$ cat src/logic/cache_macros.svh
`ifndef CACHE_MACROS_SVH
`define CACHE_MACROS_SVH

// processor address
`define CACHE_ADDR_W 32

// direct-mapped geometry, 8-byte lines
`define CACHE_SETS 256
`define CACHE_INDEX_W 8
`define CACHE_TAG_W 21

// line and bus word
`define CACHE_LINE_W 64
`define CACHE_WORD_W 32

`endif

$ cat src/logic/cache_pkg.sv
`include "cache_macros.svh"

package cache_pkg;

    // processor request kinds
    typedef enum logic [1:0] {
        REQ_READ       = 2'd0,
        REQ_WRITE_WORD = 2'd1,
        REQ_WRITE_BYTE = 2'd2
    } req_kind_t;

    // one stored line, flags above tag above data
    typedef struct packed {
        logic                     valid;
        logic                     dirty;
        logic [`CACHE_TAG_W-1:0]  tag;
        logic [`CACHE_LINE_W-1:0] data;
    } cache_line_t;

    typedef enum logic [2:0] {
        ST_IDLE       = 3'd0,
        ST_LOOKUP     = 3'd1,
        ST_WRITE_BACK = 3'd2,
        ST_FILL       = 3'd3,
        ST_RESPOND    = 3'd4
    } ctrl_state_t;

endpackage

$ cat src/logic/cache_store_if.sv
`timescale 1ns/1ps
`include "cache_macros.svh"

interface cache_store_if import cache_pkg::*; ();

    logic [`CACHE_INDEX_W-1:0] index;
    logic                      wr_en;
    cache_line_t               wr_line;
    // line at last cycle's index
    cache_line_t               rd_line;

    modport master (
        output index,
        output wr_en,
        output wr_line,
        input  rd_line
    );

    modport slave (
        input  index,
        input  wr_en,
        input  wr_line,
        output rd_line
    );

endinterface

$ cat src/logic/cache_ctrl.sv
`timescale 1ns/1ps
`include "cache_macros.svh"

module cache_ctrl import cache_pkg::*; (
    input  logic                     clk,
    input  logic                     rst,
    input  logic                     cpu_valid,
    output logic                     cpu_ready,
    input  req_kind_t                cpu_kind,
    input  logic [`CACHE_ADDR_W-1:0] cpu_addr,
    input  logic [`CACHE_WORD_W-1:0] cpu_wdata,
    output logic                     resp_valid,
    input  logic                     resp_ready,
    output logic [`CACHE_WORD_W-1:0] resp_rdata,
    output logic                     mem_req_valid,
    input  logic                     mem_req_ready,
    output logic                     mem_req_we,
    output logic [`CACHE_ADDR_W-1:0] mem_req_addr,
    output logic [`CACHE_WORD_W-1:0] mem_req_wdata,
    input  logic                     mem_resp_valid,
    input  logic [`CACHE_WORD_W-1:0] mem_resp_rdata,
    cache_store_if.master            store
);

    localparam int OFFS_W = `CACHE_ADDR_W - `CACHE_TAG_W - `CACHE_INDEX_W;

    ctrl_state_t state_q;
    logic        beat_q;
    logic        rd_ready_q;
    logic        fill_wait_q;

    // accepted request
    req_kind_t                req_kind_q;
    logic [`CACHE_ADDR_W-1:0] req_addr_q;
    logic [`CACHE_WORD_W-1:0] req_wdata_q;

    cache_line_t              line_q;
    logic [`CACHE_WORD_W-1:0] resp_data_q;

    logic [`CACHE_TAG_W-1:0]   req_tag;
    logic [`CACHE_INDEX_W-1:0] req_idx;
    logic                      hit;
    logic                      fill_last;
    cache_line_t               merged;
    logic [`CACHE_WORD_W-1:0]  rd_word;

    assign req_tag = req_addr_q[`CACHE_ADDR_W-1 -: `CACHE_TAG_W];
    assign req_idx = req_addr_q[OFFS_W +: `CACHE_INDEX_W];
    assign fill_last = (state_q == ST_FILL) && fill_wait_q && mem_resp_valid && beat_q;

    always_comb begin
        hit = store.rd_line.valid && (store.rd_line.tag == req_tag);
        rd_word = store.rd_line.data[{req_addr_q[2], 5'b00000} +: `CACHE_WORD_W];
        merged = store.rd_line;
        merged.dirty = 1'b1;
        if (req_kind_q == REQ_WRITE_BYTE) begin
            merged.data[{req_addr_q[2:0], 3'b000} +: 8] = req_wdata_q[7:0];
        end else begin
            merged.data[{req_addr_q[2], 5'b00000} +: `CACHE_WORD_W] = req_wdata_q;
        end
    end

    // store port, merged write commits with the response handshake
    always_comb begin
        store.index = req_idx;
        store.wr_en = 1'b0;
        store.wr_line = line_q;
        if (state_q == ST_RESPOND && resp_ready && req_kind_q != REQ_READ) begin
            store.wr_en = 1'b1;
        end
        if (fill_last) begin
            store.wr_en = 1'b1;
            store.wr_line.valid = 1'b1;
            store.wr_line.dirty = 1'b0;
            store.wr_line.tag = req_tag;
            store.wr_line.data = {mem_resp_rdata, line_q.data[`CACHE_WORD_W-1:0]};
        end
    end

    always_ff @(posedge clk) begin
        if (rst) begin
            state_q <= ST_IDLE;
            beat_q <= 1'b0;
            rd_ready_q <= 1'b0;
            fill_wait_q <= 1'b0;
        end else begin
            case (state_q)
                ST_IDLE: begin
                    if (cpu_valid) begin
                        state_q <= ST_LOOKUP;
                    end
                end
                ST_LOOKUP: begin
                    // first cycle only waits for the registered read
                    rd_ready_q <= !rd_ready_q;
                    if (rd_ready_q) begin
                        if (hit) begin
                            state_q <= ST_RESPOND;
                        end else if (store.rd_line.valid && store.rd_line.dirty) begin
                            state_q <= ST_WRITE_BACK;
                        end else begin
                            state_q <= ST_FILL;
                        end
                    end
                end
                ST_WRITE_BACK: begin
                    if (mem_req_ready) begin
                        beat_q <= !beat_q;
                        if (beat_q) begin
                            state_q <= ST_FILL;
                        end
                    end
                end
                ST_FILL: begin
                    if (!fill_wait_q) begin
                        fill_wait_q <= mem_req_ready;
                    end else if (mem_resp_valid) begin
                        fill_wait_q <= 1'b0;
                        beat_q <= !beat_q;
                        if (beat_q) begin
                            state_q <= ST_LOOKUP;
                        end
                    end
                end
                ST_RESPOND: begin
                    if (resp_ready) begin
                        state_q <= ST_IDLE;
                    end
                end
                default: state_q <= ST_IDLE;
            endcase
        end
    end

    always_ff @(posedge clk) begin
        if (state_q == ST_IDLE && cpu_valid) begin
            req_kind_q <= cpu_kind;
            req_addr_q <= cpu_addr;
            req_wdata_q <= cpu_wdata;
        end
        if (state_q == ST_LOOKUP && rd_ready_q) begin
            // victim on a miss, merged line on a hit
            line_q <= hit ? merged : store.rd_line;
            resp_data_q <= (hit && req_kind_q == REQ_READ) ? rd_word : '0;
        end
        if (state_q == ST_FILL && fill_wait_q && mem_resp_valid && !beat_q) begin
            line_q.data[`CACHE_WORD_W-1:0] <= mem_resp_rdata;
        end
    end

    assign cpu_ready = (state_q == ST_IDLE);
    assign resp_valid = (state_q == ST_RESPOND);
    assign resp_rdata = resp_data_q;

    assign mem_req_valid = (state_q == ST_WRITE_BACK) || (state_q == ST_FILL && !fill_wait_q);
    assign mem_req_we = (state_q == ST_WRITE_BACK);
    // victim tag on write-back, request tag on fill
    assign mem_req_addr = (state_q == ST_WRITE_BACK) ?
        {line_q.tag, req_idx, beat_q, 2'b00} : {req_tag, req_idx, beat_q, 2'b00};
    assign mem_req_wdata = (state_q != ST_WRITE_BACK) ? '0 :
        beat_q ? line_q.data[`CACHE_LINE_W-1 -: `CACHE_WORD_W] :
                 line_q.data[`CACHE_WORD_W-1:0];

endmodule

$ cat src/flat_wrapper.sv
// flat-port wrapper written by rule: the top's interface ports become plain ports
module cache_ctrl_flat import cache_pkg::*;
  (clk, rst, cpu_valid, cpu_ready, cpu_kind, cpu_addr, cpu_wdata, resp_valid, resp_ready, resp_rdata, mem_req_valid, mem_req_ready, mem_req_we, mem_req_addr, mem_req_wdata, mem_resp_valid, mem_resp_rdata, store_index, store_wr_en, store_wr_line, store_rd_line);
  cache_store_if store_i ();
  input  logic clk;
  input  logic rst;
  input  logic cpu_valid;
  output logic cpu_ready;
  input  req_kind_t cpu_kind;
  input  logic [`CACHE_ADDR_W-1:0] cpu_addr;
  input  logic [`CACHE_WORD_W-1:0] cpu_wdata;
  output logic resp_valid;
  input  logic resp_ready;
  output logic [`CACHE_WORD_W-1:0] resp_rdata;
  output logic mem_req_valid;
  input  logic mem_req_ready;
  output logic mem_req_we;
  output logic [`CACHE_ADDR_W-1:0] mem_req_addr;
  output logic [`CACHE_WORD_W-1:0] mem_req_wdata;
  input  logic mem_resp_valid;
  input  logic [`CACHE_WORD_W-1:0] mem_resp_rdata;
  output wire logic [$bits(store_i.index)-1:0] store_index;
  output wire logic [$bits(store_i.wr_en)-1:0] store_wr_en;
  output wire logic [$bits(store_i.wr_line)-1:0] store_wr_line;
  input wire logic [$bits(store_i.rd_line)-1:0] store_rd_line;
  assign store_index = store_i.index;
  assign store_wr_en = store_i.wr_en;
  assign store_wr_line = store_i.wr_line;
  assign store_i.rd_line = store_rd_line;
  cache_ctrl u_core (.clk(clk), .rst(rst), .cpu_valid(cpu_valid), .cpu_ready(cpu_ready), .cpu_kind(cpu_kind), .cpu_addr(cpu_addr), .cpu_wdata(cpu_wdata), .resp_valid(resp_valid), .resp_ready(resp_ready), .resp_rdata(resp_rdata), .mem_req_valid(mem_req_valid), .mem_req_ready(mem_req_ready), .mem_req_we(mem_req_we), .mem_req_addr(mem_req_addr), .mem_req_wdata(mem_req_wdata), .mem_resp_valid(mem_resp_valid), .mem_resp_rdata(mem_resp_rdata), .store(store_i));
endmodule
$ cat config.mk
export PLATFORM = sky130hd
export DESIGN_NAME = cache_ctrl_flat
export DESIGN_NICKNAME = d
export VERILOG_FILES = /design/src/logic/cache_pkg.sv /design/src/logic/cache_store_if.sv /design/src/logic/cache_ctrl.sv /design/src/flat_wrapper.sv
export VERILOG_INCLUDE_DIRS = /design/src /design/src/logic
export SDC_FILE = /design/constraint.sdc
export NUM_CORES = 1
export LEC_CHECK = 0
export CAP_MARGIN = 20
export CORE_AREA = 2 2 151 153
export CTS_CLUSTER_DIAMETER = 100
export DETAILED_ROUTE_END_ITERATION = 10
export DIE_AREA = 0 0 153 155
export DONT_BUFFER_PORTS = 1
export GPL_TIMING_DRIVEN = 0
export HOLD_SLACK_MARGIN = 0.05
export PLACE_DENSITY = 0.61
export SETUP_SLACK_MARGIN = 0.4
export SYNTH_ARGS = -nofsm -noshare
export SYNTH_HDL_FRONTEND = slang
export SYNTH_SLANG_ARGS = --single-unit
export TNS_END_PERCENT = 20
$ cat constraint.sdc
create_clock -name clk -period 6.5 [get_ports clk]
set_input_delay 0.65 -clock clk [delete_from_list [all_inputs] [get_ports clk]]
set_output_delay 0.65 -clock clk [all_outputs]
set_load 0.1 [all_outputs]
==> run metrics, run 1 <==
outcome complete, no violations; setup TNS 0 ns; overall overflow remaining after global route 0; cell area power density 385.8 mW/mm^2; register-to-register setup slack 3.05 ns; Avg Synthesized Cell Area 11.62 sq um; transition time at the pin with the least slew margin 1.153 ns; number of port buffers 0; launch point of the worst reg-to-reg path u_core.req_addr_q[2]; final setup violation count 0; Root Buffer Master clkbuf_16; endpoint kind of the worst setup timing path output port; number of nets at the end of the flow 1,119; minimum clock period 4.088 ns; path length in cells of the critical path 8; utilization of the core after routing 0.5226; via count of the first global-routing pass 7,618; first-pass iteration count of the detailed router 7; highest-delay cell along the critical path clkbuf_1; cells on worst reg2reg path 10; crit path cell chain clkbuf_1, nor2b_1, nand2b_1, clkbuf_1, inv_1, clkbuf_2, nand2_1, nand2_1; effective utilization at floorplan 0.4712; Inserted Clock Buffers 17; crit path launch type flop; clock-pin slew on the worst setup and hold paths 0.08 ns; worst-case headroom to the max-slew limit 0.2314; insertion delay to the later sink of the worst-skew pair 0.44 ns; leakage component of the power 0.003986 uW; Post-synth EDFFs 185; critical-path maximum fanout 10; most common cell after layout, fill and taps aside edfxtp_1; type of the tightest min-delay check in -> reg; routed wire length per instance 28.53 um; count of nets left with antenna violations after detail routing 0; number of hold-slack violations in the final timing report 0; post-detailed-placement half-perimeter wirelength 25.57 mm; Std-Cell Rows 55; CTS tree yes; Total Routing Usage GR 0.2859; sum of routed wire length over all layers 34.90 mm; full die area 0.02372 sq mm; hold-fix buffer count after cts 0; Primary FF master, synth edfxtp_1; initial antenna violation count 1; cell family contributing the most delay on the critical path buffers and inverters; proportion of synthesized chip area in sequential cells 0.5419; count of pins over their slew limit 0; number of vias in the routed layout 7,713; final RePlAce weighted congestion 0.8781; data required time at the worst endpoint 5.85 ns; number of remaining DRC errors 0; crit path DAT 3.44 ns; commonest cells after routing, fill and taps aside edfxtp_1, nor2_1, mux2_2; WHS 0.2738 ns; vias per cell 6.307; number of setup buffers added after CTS 0; Synth warnings 0; share of final-layout standard cells stronger than drive strength 1 0.2420; horizontal die dimension 153 um; wire length of the first global-routing pass 49.76 mm; distinct cell type count after synthesis 51; Critical path origin u_core.state_q[2]; max capacitance violation total 0; number of standard cells after synthesis 901; die height 155 um; critical path type reg -> out; largest buffer count on any clock path 2; H-tree level count 4; setup repair after global routing missed its margin no; worst setup path endpoint mem_req_addr[22]; highest achievable clock rate 244.6 MHz; CP bufs+invs 4; end of the worst register-to-register path u_core.line_q[28]; CTS resizes 0; Final Cycle Share 0.6289; number of DRC violations after detailed-routing iteration 0 518; largest net degree at the start of global routing 49; synthesis-to-finish area growth 10.91%; Max IR drop VDD 0.2152 mV; count of clock tree sinks 191; summed instance area of the synthesized netlist 0.01047 sq mm; IO Pins 387; worst clock skew 0.01518 ns; proportion of synthesized flip-flops having asynchronous set or reset 0; antenna diode count 0; largest stage delay on the critical path 0.59 ns; synthesis-stage register bit count 191; Core Box Area 0.02223 sq mm
[flip-flops by register name (all words and copies together), names as in the netlist]
register            flops
u_core.line_q          87
u_core.req_addr_q      32
u_core.req_wdata_q     32
u_core.resp_rdata      32
u_core.state_q          3
u_core.req_kind_q       2
u_core.beat_q           1
u_core.fill_wait_q      1
u_core.rd_ready_q       1
[synth_stat cells (8+ instances only)]
| cell | instances | area, sq um |
|---|---|---|
| o21ai_0 | 8 | 40.04 |
| edfxtp_1 | 185 | 5555 |
| nand4_1 | 9 | 56.30 |
| o31ai_1 | 8 | 60.06 |
| clkbuf_1 | 34 | 127.6 |
| nand2b_1 | 9 | 56.30 |
| buf_2 | 16 | 80.08 |
| buf_4 | 51 | 382.9 |
| a2bb2oi_1 | 16 | 140.1 |
| mux2_2 | 77 | 867.1 |
| a21oi_1 | 13 | 65.06 |
| o22ai_1 | 17 | 106.4 |
| nor2_1 | 114 | 427.9 |
| nor4_1 | 24 | 150.1 |
| xor2_1 | 21 | 183.9 |
| a31oi_1 | 11 | 68.82 |
| a22oi_1 | 15 | 112.6 |
| nand2_1 | 75 | 281.5 |
| a311oi_1 | 8 | 70.07 |
| mux2i_1 | 73 | 730.7 |
| inv_1 | 9 | 33.78 |
| nor3_1 | 22 | 110.1 |
| o22a_1 | 8 | 70.07 |
| buf_1 | 8 | 30.03 |
| a211oi_1 | 9 | 67.56 |
[layout make-up]
class | count | area [sq um]
multi-input combinational | 592 | 4243
clock buffer | 18 | 429.2
sequential | 191 | 5675
timing repair buffer | 4 | 102.6
tap | 285 | 356.6
fill | 2015 | 10610
clock inverter | 14 | 148.9
inverter | 9 | 33.78
buffer | 110 | 626.9
[routing by layer]
layer	share of wire	wire (um)	track usage
met1	0.39	13490	0.3577
met2	0.50	17490	0.4852
met3	0.085	2979	0.07298
met4	0.027	926	0.09921
met5	0.00037	13	0
[through the flow]
stage	setup slack [ns]	instances	area, sq um	power, uW
final	2.412	1223	11620	4482
after global routing	2.277	1223	11620	4611
after CTS	2.406	1223	11620	4494
after detailed placement	2.877	1191	11040	3457
after global placement	0.3858	1187	10830	3408
after floorplan	1.644	902	10480	3186
[where the power goes]
part           leakage, uW  internal (uW)  switching [uW]
sequential         0.00178           1560             240
combinational      0.00193            298            1340
clock             0.000279            514             535
[kinds of logic (layout without fill, tap and decap cells)]
kind of cell    Yosys count  in the layout  synth area share
buf+inv                 119            155           0.06296
xor+xnor                 23             23           0.01923
compound gates          132            132           0.09318
flops                   191            191            0.5419
other cells               1              2         0.0003580
fa+ha+maj                 3              3          0.003584
simple gates            282            282            0.1263
mux                     150            150            0.1526
[worst min path at each step]
| stage | start | endpoint | slack [ns] | depth (start not counted) |
|---|---|---|---|---|
| finish | rst | u_core.beat_q | 0.27 | 1 |
| global route | rst | u_core.beat_q | 0.25 | 1 |
| CTS | rst | u_core.beat_q | 0.26 | 1 |
| detailed placement | u_core.rd_ready_q | u_core.rd_ready_q | 0.53 | 2 |
| global placement | u_core.rd_ready_q | u_core.rd_ready_q | 0.51 | 2 |
| floorplan | u_core.rd_ready_q | u_core.rd_ready_q | 0.49 | 2 |
Power figures use the tool's default switching activity.
==> run 2, diff against run 1 <==
--- a/config.mk
+++ b/config.mk
@@ -6,15 +6,16 @@
 export SDC_FILE = /design/constraint.sdc
 export NUM_CORES = 1
 export LEC_CHECK = 0
+export ABC_AREA = 1
 export CAP_MARGIN = 20
-export CORE_AREA = 2 2 151 153
+export CORE_MARGIN = 2
+export CORE_UTILIZATION = 54
 export CTS_CLUSTER_DIAMETER = 100
 export DETAILED_ROUTE_END_ITERATION = 10
-export DIE_AREA = 0 0 153 155
 export DONT_BUFFER_PORTS = 1
 export GPL_TIMING_DRIVEN = 0
 export HOLD_SLACK_MARGIN = 0.05
-export PLACE_DENSITY = 0.61
+export PLACE_DENSITY = 0.68
 export SETUP_SLACK_MARGIN = 0.4
 export SYNTH_ARGS = -nofsm -noshare
 export SYNTH_HDL_FRONTEND = slang
==> constraint.sdc (replaced) <==
create_clock -name clk -period 3.9 [get_ports clk]
set_input_delay 0.39 -clock clk [delete_from_list [all_inputs] [get_ports clk]]
set_output_delay 0.39 -clock clk [all_outputs]
set_load 0.1 [all_outputs]
==> run 2 against run 1 <==
Critical path depth fell by 3. Sequential power rose by 69%. Combinational power rose by 120%. Cell area rose by 24%. First-iteration DRC count rose by 150%. Synthesized area rose by 10%. Synthesized cell count rose by 54%. Flip-flop and latch count did not move. Die area fell by 5.0%. Critical path type unchanged. Largest cell class unchanged. Largest power group is now combinational logic.
==> run metrics, run 2 <==
fraction of met1 tracks used by global routing 0.4510; largest cells by area after synthesis edfxtp_1, nand2_1, o21ai_0, a21oi_1, buf_4; synthesis-to-finish area growth 25.33%; summed instance area of the synthesized netlist 0.01153 sq mm; proportion of synthesized chip area in sequential cells 0.4922; number of hold-slack violations in the final timing report 0; leakage component of the power 0.005834 uW; highest achievable clock rate 270.6 MHz; count of pins over their slew limit 0; count of nets left with antenna violations after detail routing 0; effective utilization at floorplan 0.5485; endpoint kind of the worst setup timing path output port; critical path type reg -> out; Primary FF master, synth edfxtp_1; register-to-register setup slack 1.18 ns; GRT met3 Usage 0.08909; global routing's busiest layer met2; sum of routed wire length over all layers 41.02 mm; number of remaining DRC errors 0; number of vias in the routed layout 10,740; Post-synth EDFFs 185; Worst path most repeated cell clkbuf_1; horizontal die dimension 150.1 um; Final Cycle Share 0.9475; largest buffer count on any clock path 2; number of setup buffers added after CTS 0; utilization of the core after routing 0.6875; transition time at the pin with the least slew margin 1.281 ns; post-detailed-placement half-perimeter wirelength 29.67 mm; setup repair after global routing missed its margin yes; number of standard cells after synthesis 1,389; max capacitance violation total 0; distinct cell type count after synthesis 36; overall overflow remaining after global route 0; outcome complete, no violations; proportion of synthesized flip-flops having asynchronous set or reset 0; most numerous cell types in the synthesized netlist nand2_1, edfxtp_1, inv_1; number of DRC violations after detailed-routing iteration 0 1,274; wire length of the first global-routing pass 59.15 mm; cells on worst reg2reg path 11; share of final-layout standard cells stronger than drive strength 1 0.2128; number of port buffers 0; full die area 0.02254 sq mm; Avg Synthesized Cell Area 8.302 sq um; via count of the first global-routing pass 10,070; crit path cell chain clkbuf_1, inv_1, clkbuf_1, nand2_1, a21oi_2; antenna diode count 0; worst clock skew 0.01324 ns; minimum clock period 3.695 ns; final design instance area without fill 0.01445 sq mm; highest-delay cell along the critical path a21oi_2; worst setup path endpoint mem_req_wdata[30]; Std-Cell Rows 53; Core Box Area 0.02102 sq mm; crit path launch type flop; Yosys top cell area share 0.4818; final setup violation count 0; first-pass iteration count of the detailed router 6; Inserted Clock Buffers 17; IO Pins 387; vias per cell 5.941; Max IR drop VDD 0.4559 mV; Critical path origin u_core.beat_q; launch point of the worst reg-to-reg path u_core.req_addr_q[0]; number of flip-flops in the largest register 87; Top reg by flops u_core.line_q; commonest cells after routing, fill and taps aside nand2_1, edfxtp_1, inv_1; end of the worst register-to-register path u_core.line_q[40]; clock-pin slew on the worst setup and hold paths 0.07 ns; die height 150.1 um; cell with the most instances after synthesis nand2_1; routed wire length per instance 22.70 um; critical-path maximum fanout 10; most common cell after layout, fill and taps aside nand2_1; Synth warnings 0; count of clock tree sinks 191; placed cell areas 0.01272 sq mm; met2 usage 0.5756; H-tree level count 4; largest stage delay on the critical path 0.97 ns; type of the tightest min-delay check in -> reg; Root Buffer Master clkbuf_16; Total Routing Usage GR 0.3541; number of nets at the end of the flow 1,713; initial antenna violation count 1; Synth area leader edfxtp_1; largest net degree at the start of global routing 28; insertion delay to the later sink of the worst-skew pair 0.45 ns; final RePlAce weighted congestion 0.9325; synthesis-stage register bit count 191; cell area power density 585.6 mW/mm^2; CTS tree yes; crit path DAT 3.31 ns; worst-case headroom to the max-slew limit 0.1457; data required time at the worst endpoint 3.51 ns
run 2: changes by cell type in the layout (fill, tap and decap cells not counted), sizes merged, moves of 16 or more:
cell,change
nand2,+331
inv,+140
o21ai,+125
a21oi,+107
dlygate4sd3,+89
mux2i,-73
nand3,+54
mux2,-45
buf,+32
nor4,-30
nor3,-22
nand4,+20
xor2,-20
a2bb2oi,-16
run 2: worst min path at each step:
| stage | start | end | slack, ns | cells past startpoint |
|---|---|---|---|---|
| after CTS | rst | u_core.state_q[0] | 0.08 | 3 |
| after detailed placement | u_core.rd_ready_q | u_core.rd_ready_q | 0.45 | 2 |
| after global placement | u_core.rd_ready_q | u_core.rd_ready_q | 0.44 | 2 |
| after global routing | rst | u_core.state_q[0] | 0.09 | 3 |
| final | rst | u_core.state_q[0] | 0.09 | 3 |
| after floorplan | u_core.rd_ready_q | u_core.rd_ready_q | 0.43 | 2 |
run 2: power breakdown:
| part | switching [uW] | internal [uW] |
|---|---|---|
| clock network | 890 | 858 |
| logic | 2920 | 748 |
| registers | 418 | 2630 |
run 2: repair_timing:
action / in CTS / in global routing
endpoints found under the hold margin: 93 / 0
hold buffers: 89 / 0
setup endpoints to repair: 35 / 60
cloned: 0 / 0
resized for setup: 10 / 25
pin swaps: 9 / 3
run 2: logic make-up after synthesis:
group,share of synthesized area
adder cells (fa/ha/maj),0.003256
flip-flops,0.4922
AND/OR/NAND/NOR,0.2274
other,0.0003252
multiplexers,0.03125
AO/OA/AOI/OAI,0.1281
XOR/XNOR,0.002279
buffers and inverters,0.1151
run 2: area by class of cell:
class / instances / area (sq um)
Buffer: 120 / 764.5
Clock buffer: 18 / 429.2
Clock inverter: 14 / 151.4
Fill cell: 1602 / 6570
Inverter: 151 / 568.0
Multi-Input combinational cell: 928 / 5077
Sequential cell: 191 / 5675
Tap cell: 275 / 344.1
Timing Repair Buffer: 110 / 1441
run 2: routing by layer:
metal | part of all wire | up-vias
met1 | 0.38 | 5023
met5 | 0 | -
met4 | 0.044 | 0
met2 | 0.47 | 732
met3 | 0.11 | 127
li1 | - | 4853
run 2: critical path: cells and delay by family, from the launching register on:
kind / cells / cell delay [ns]
AO/OA/AOI/OAI: 1 / 0.97
buffers and inverters: 3 / 1.42
flip-flops: 1 / 0.32
AND/OR/NAND/NOR: 1 / 0.14
run 2: metrics by stage:
step	setup TNS, ns	power, uW	instances	hold slack, ns	setup slack (ns)
floorplan	-2.118	5773	1390	0.4337	-0.2354
CTS	0	8359	1806	0.08041	0.2162
global placement	-235.38	6254	1665	0.4435	-1.468
detailed placement	0	6536	1685	0.4485	0.4404
finish	0	8463	1807	0.08842	0.2049
global route	0	8732	1807	0.08708	0.1412
==> run 3, diff against run 2 <==
--- a/config.mk
+++ b/config.mk
@@ -6,17 +6,17 @@
 export SDC_FILE = /design/constraint.sdc
 export NUM_CORES = 1
 export LEC_CHECK = 0
-export ABC_AREA = 1
 export CAP_MARGIN = 20
-export CORE_MARGIN = 2
-export CORE_UTILIZATION = 54
+export CORE_AREA = 2 2 151 153
 export CTS_CLUSTER_DIAMETER = 100
 export DETAILED_ROUTE_END_ITERATION = 10
+export DIE_AREA = 0 0 153 155
 export DONT_BUFFER_PORTS = 1
 export GPL_TIMING_DRIVEN = 0
 export HOLD_SLACK_MARGIN = 0.05
-export PLACE_DENSITY = 0.68
+export PLACE_DENSITY = 0.61
 export SETUP_SLACK_MARGIN = 0.4
+export SLEW_MARGIN = 5
 export SYNTH_ARGS = -nofsm -noshare
 export SYNTH_HDL_FRONTEND = slang
 export SYNTH_SLANG_ARGS = --single-unit
==> run 3 against run 2 <==
Register-to-register slack worse by 0.70 ns. Power down 9.4%. Sequential power fell by 2%. Clock skew down 0.0014 ns. Global-route usage shrank 6.1 points.
==> run metrics, run 3 (synthesis gave the netlist of run 1 again) <==
outcome complete, no violations; crit path DAT 3.09 ns; Critical path origin u_core.beat_q; count of clock tree sinks 191; horizontal die dimension 153 um; worst setup timing slack at the placement stage 0.5438 ns; first-pass iteration count of the detailed router 5; share of final-layout standard cells stronger than drive strength 1 0.2422; routed wire length per instance 27.13 um; H-tree level count 4; antenna diode count 0; end of the worst register-to-register path u_core.line_q[30]; largest buffer count on any clock path 2; crit path launch type flop; highest achievable clock rate 287.2 MHz; effective utilization at floorplan 0.4712; final instance count without filler cells 1,313; startpoint of the lowest-slack hold path store_rd_line[85]; die height 155 um; setup repair after global routing missed its margin yes; endpoint kind of the worst setup timing path output port; most common cell after layout, fill and taps aside edfxtp_1; clock-pin slew on the worst setup and hold paths 0.08 ns; sum of routed wire length over all layers 35.62 mm; crit path setup slack, layout 0.4179 ns; worst setup path endpoint mem_req_wdata[4]; minimum clock period 3.482 ns; IO Pins 387; wire length of the first global-routing pass 51.54 mm; Std-Cell Rows 55; commonest cells after routing, fill and taps aside edfxtp_1, dlygate4sd3_1, nor2_1; number of remaining DRC errors 0; worst clock skew 0.01181 ns; Final Cycle Share 0.8928; final RePlAce weighted congestion 0.8742; Inserted Clock Buffers 17; largest net degree at the start of global routing 59; launch point of the worst reg-to-reg path u_core.req_addr_q[2]; count of nets left with antenna violations after detail routing 0; type of the tightest min-delay check in -> reg; number of vias in the routed layout 8,059; hold path cells 1; via count of the first global-routing pass 8,040; number of hold-slack violations in the final timing report 0; utilization of the core after routing 0.5692; leakage component of the power 0.004390 uW; placed cell areas 0.01105 sq mm; worst-case headroom to the max-slew limit 0.2501; vias per cell 6.138; max capacitance violation total 0; critical path type reg -> out; number of flip-flops in the largest register 87; overall overflow remaining after global route 0; register-to-register setup slack 0.48 ns; data required time at the worst endpoint 3.51 ns; Root Buffer Master clkbuf_16; synthesis-to-finish area growth 20.79%; transition time at the pin with the least slew margin 1.125 ns; insertion delay to the later sink of the worst-skew pair 0.44 ns; full die area 0.02372 sq mm; number of DRC violations after detailed-routing iteration 0 581; Top reg by flops u_core.line_q; number of placed instances with taps included 1,192; Core Box Area 0.02223 sq mm; number of nets at the end of the flow 1,209; post-detailed-placement half-perimeter wirelength 25.47 mm; final design instance area without fill 0.01265 sq mm; Max IR drop VDD 0.3981 mV; Total Routing Usage GR 0.2928; final setup violation count 0; CTS tree yes; critical-path maximum fanout 10; cells on worst reg2reg path 10; count of pins over their slew limit 0; number of setup buffers added after CTS 0; cell area power density 606.1 mW/mm^2; number of port buffers 0; initial antenna violation count 0
[run 3: cell types whose count changed in the layout (fill, tap and decap cells not counted), sizes merged, moves of 30 or more]
cell / change
mux2i: +73
mux2: +45
nand2: -331
nor4: +30
buf: -30
o21ai: -125
a21oi: -107
inv: -140
nand3: -54
[run 3: repair_timing]
item / CTS / global route
endpoints found under the setup margin: 38 / 96
gates resized for setup: 11 / 22
endpoints found under the hold margin: 94 / 0
hold buffers: 89 / 0
pin swaps: 0 / 1
[run 3: how the worst min path moves through the flow]
stage          slack (ns)                 to
2_1_floorplan        0.46  u_core.state_q[1]
3_3_place_gp         0.46  u_core.state_q[1]
3_5_place_dp         0.47  u_core.state_q[1]
4_1_cts              0.11  u_core.line_q[85]
5_1_grt              0.12  u_core.line_q[85]
6_report             0.13  u_core.line_q[85]
[run 3: where the power goes]
part           internal [uW]  leakage (uW)  total (uW)  switching, uW
clock network            929      0.000299        1830            897
registers               2590       0.00178        3000            405
logic                    576       0.00231        2840           2270
[run 3: worst max-delay path: stages, from the launching register on]
cell and delay [ns]:
dfxtp_1 0.34, clkbuf_1 0.59, buf_1 0.64, mux2i_1 0.20, nor2_2 0.87
[run 3: area by class of cell]
type / count / area [sq um]
Clock inverter: 15 / 190.2
Timing Repair Buffer: 94 / 997.2
Multi-Input combinational cell: 592 / 4343
Sequential cell: 191 / 5675
Fill cell: 1883 / 9577
Inverter: 9 / 33.78
Buffer: 110 / 629.4
Clock buffer: 17 / 425.4
Tap cell: 285 / 356.6
[run 3: routing by layer]
| layer | track usage | share of wire | vias to the layer above | wire, um |
|---|---|---|---|---|
| li1 | - | - | 3576 | - |
| met1 | 0.3764 | 0.39 | 3936 | 13890 |
| met2 | 0.4845 | 0.49 | 483 | 17520 |
| met3 | 0.06685 | 0.085 | 64 | 3029 |
| met4 | 0.1155 | 0.033 | 0 | 1183 |
| met5 | 0 | 0 | - | 0 |
[run 3: stage by stage]
step	setup TNS (ns)	total power (uW)	hold slack (ns)
floorplan	0	5301	0.4591
global placement	-7.384	5663	0.4621
detailed placement	0	5762	0.4653
CTS	0	7655	0.1147
global route	0	7898	0.1174
finish	0	7667	0.1338
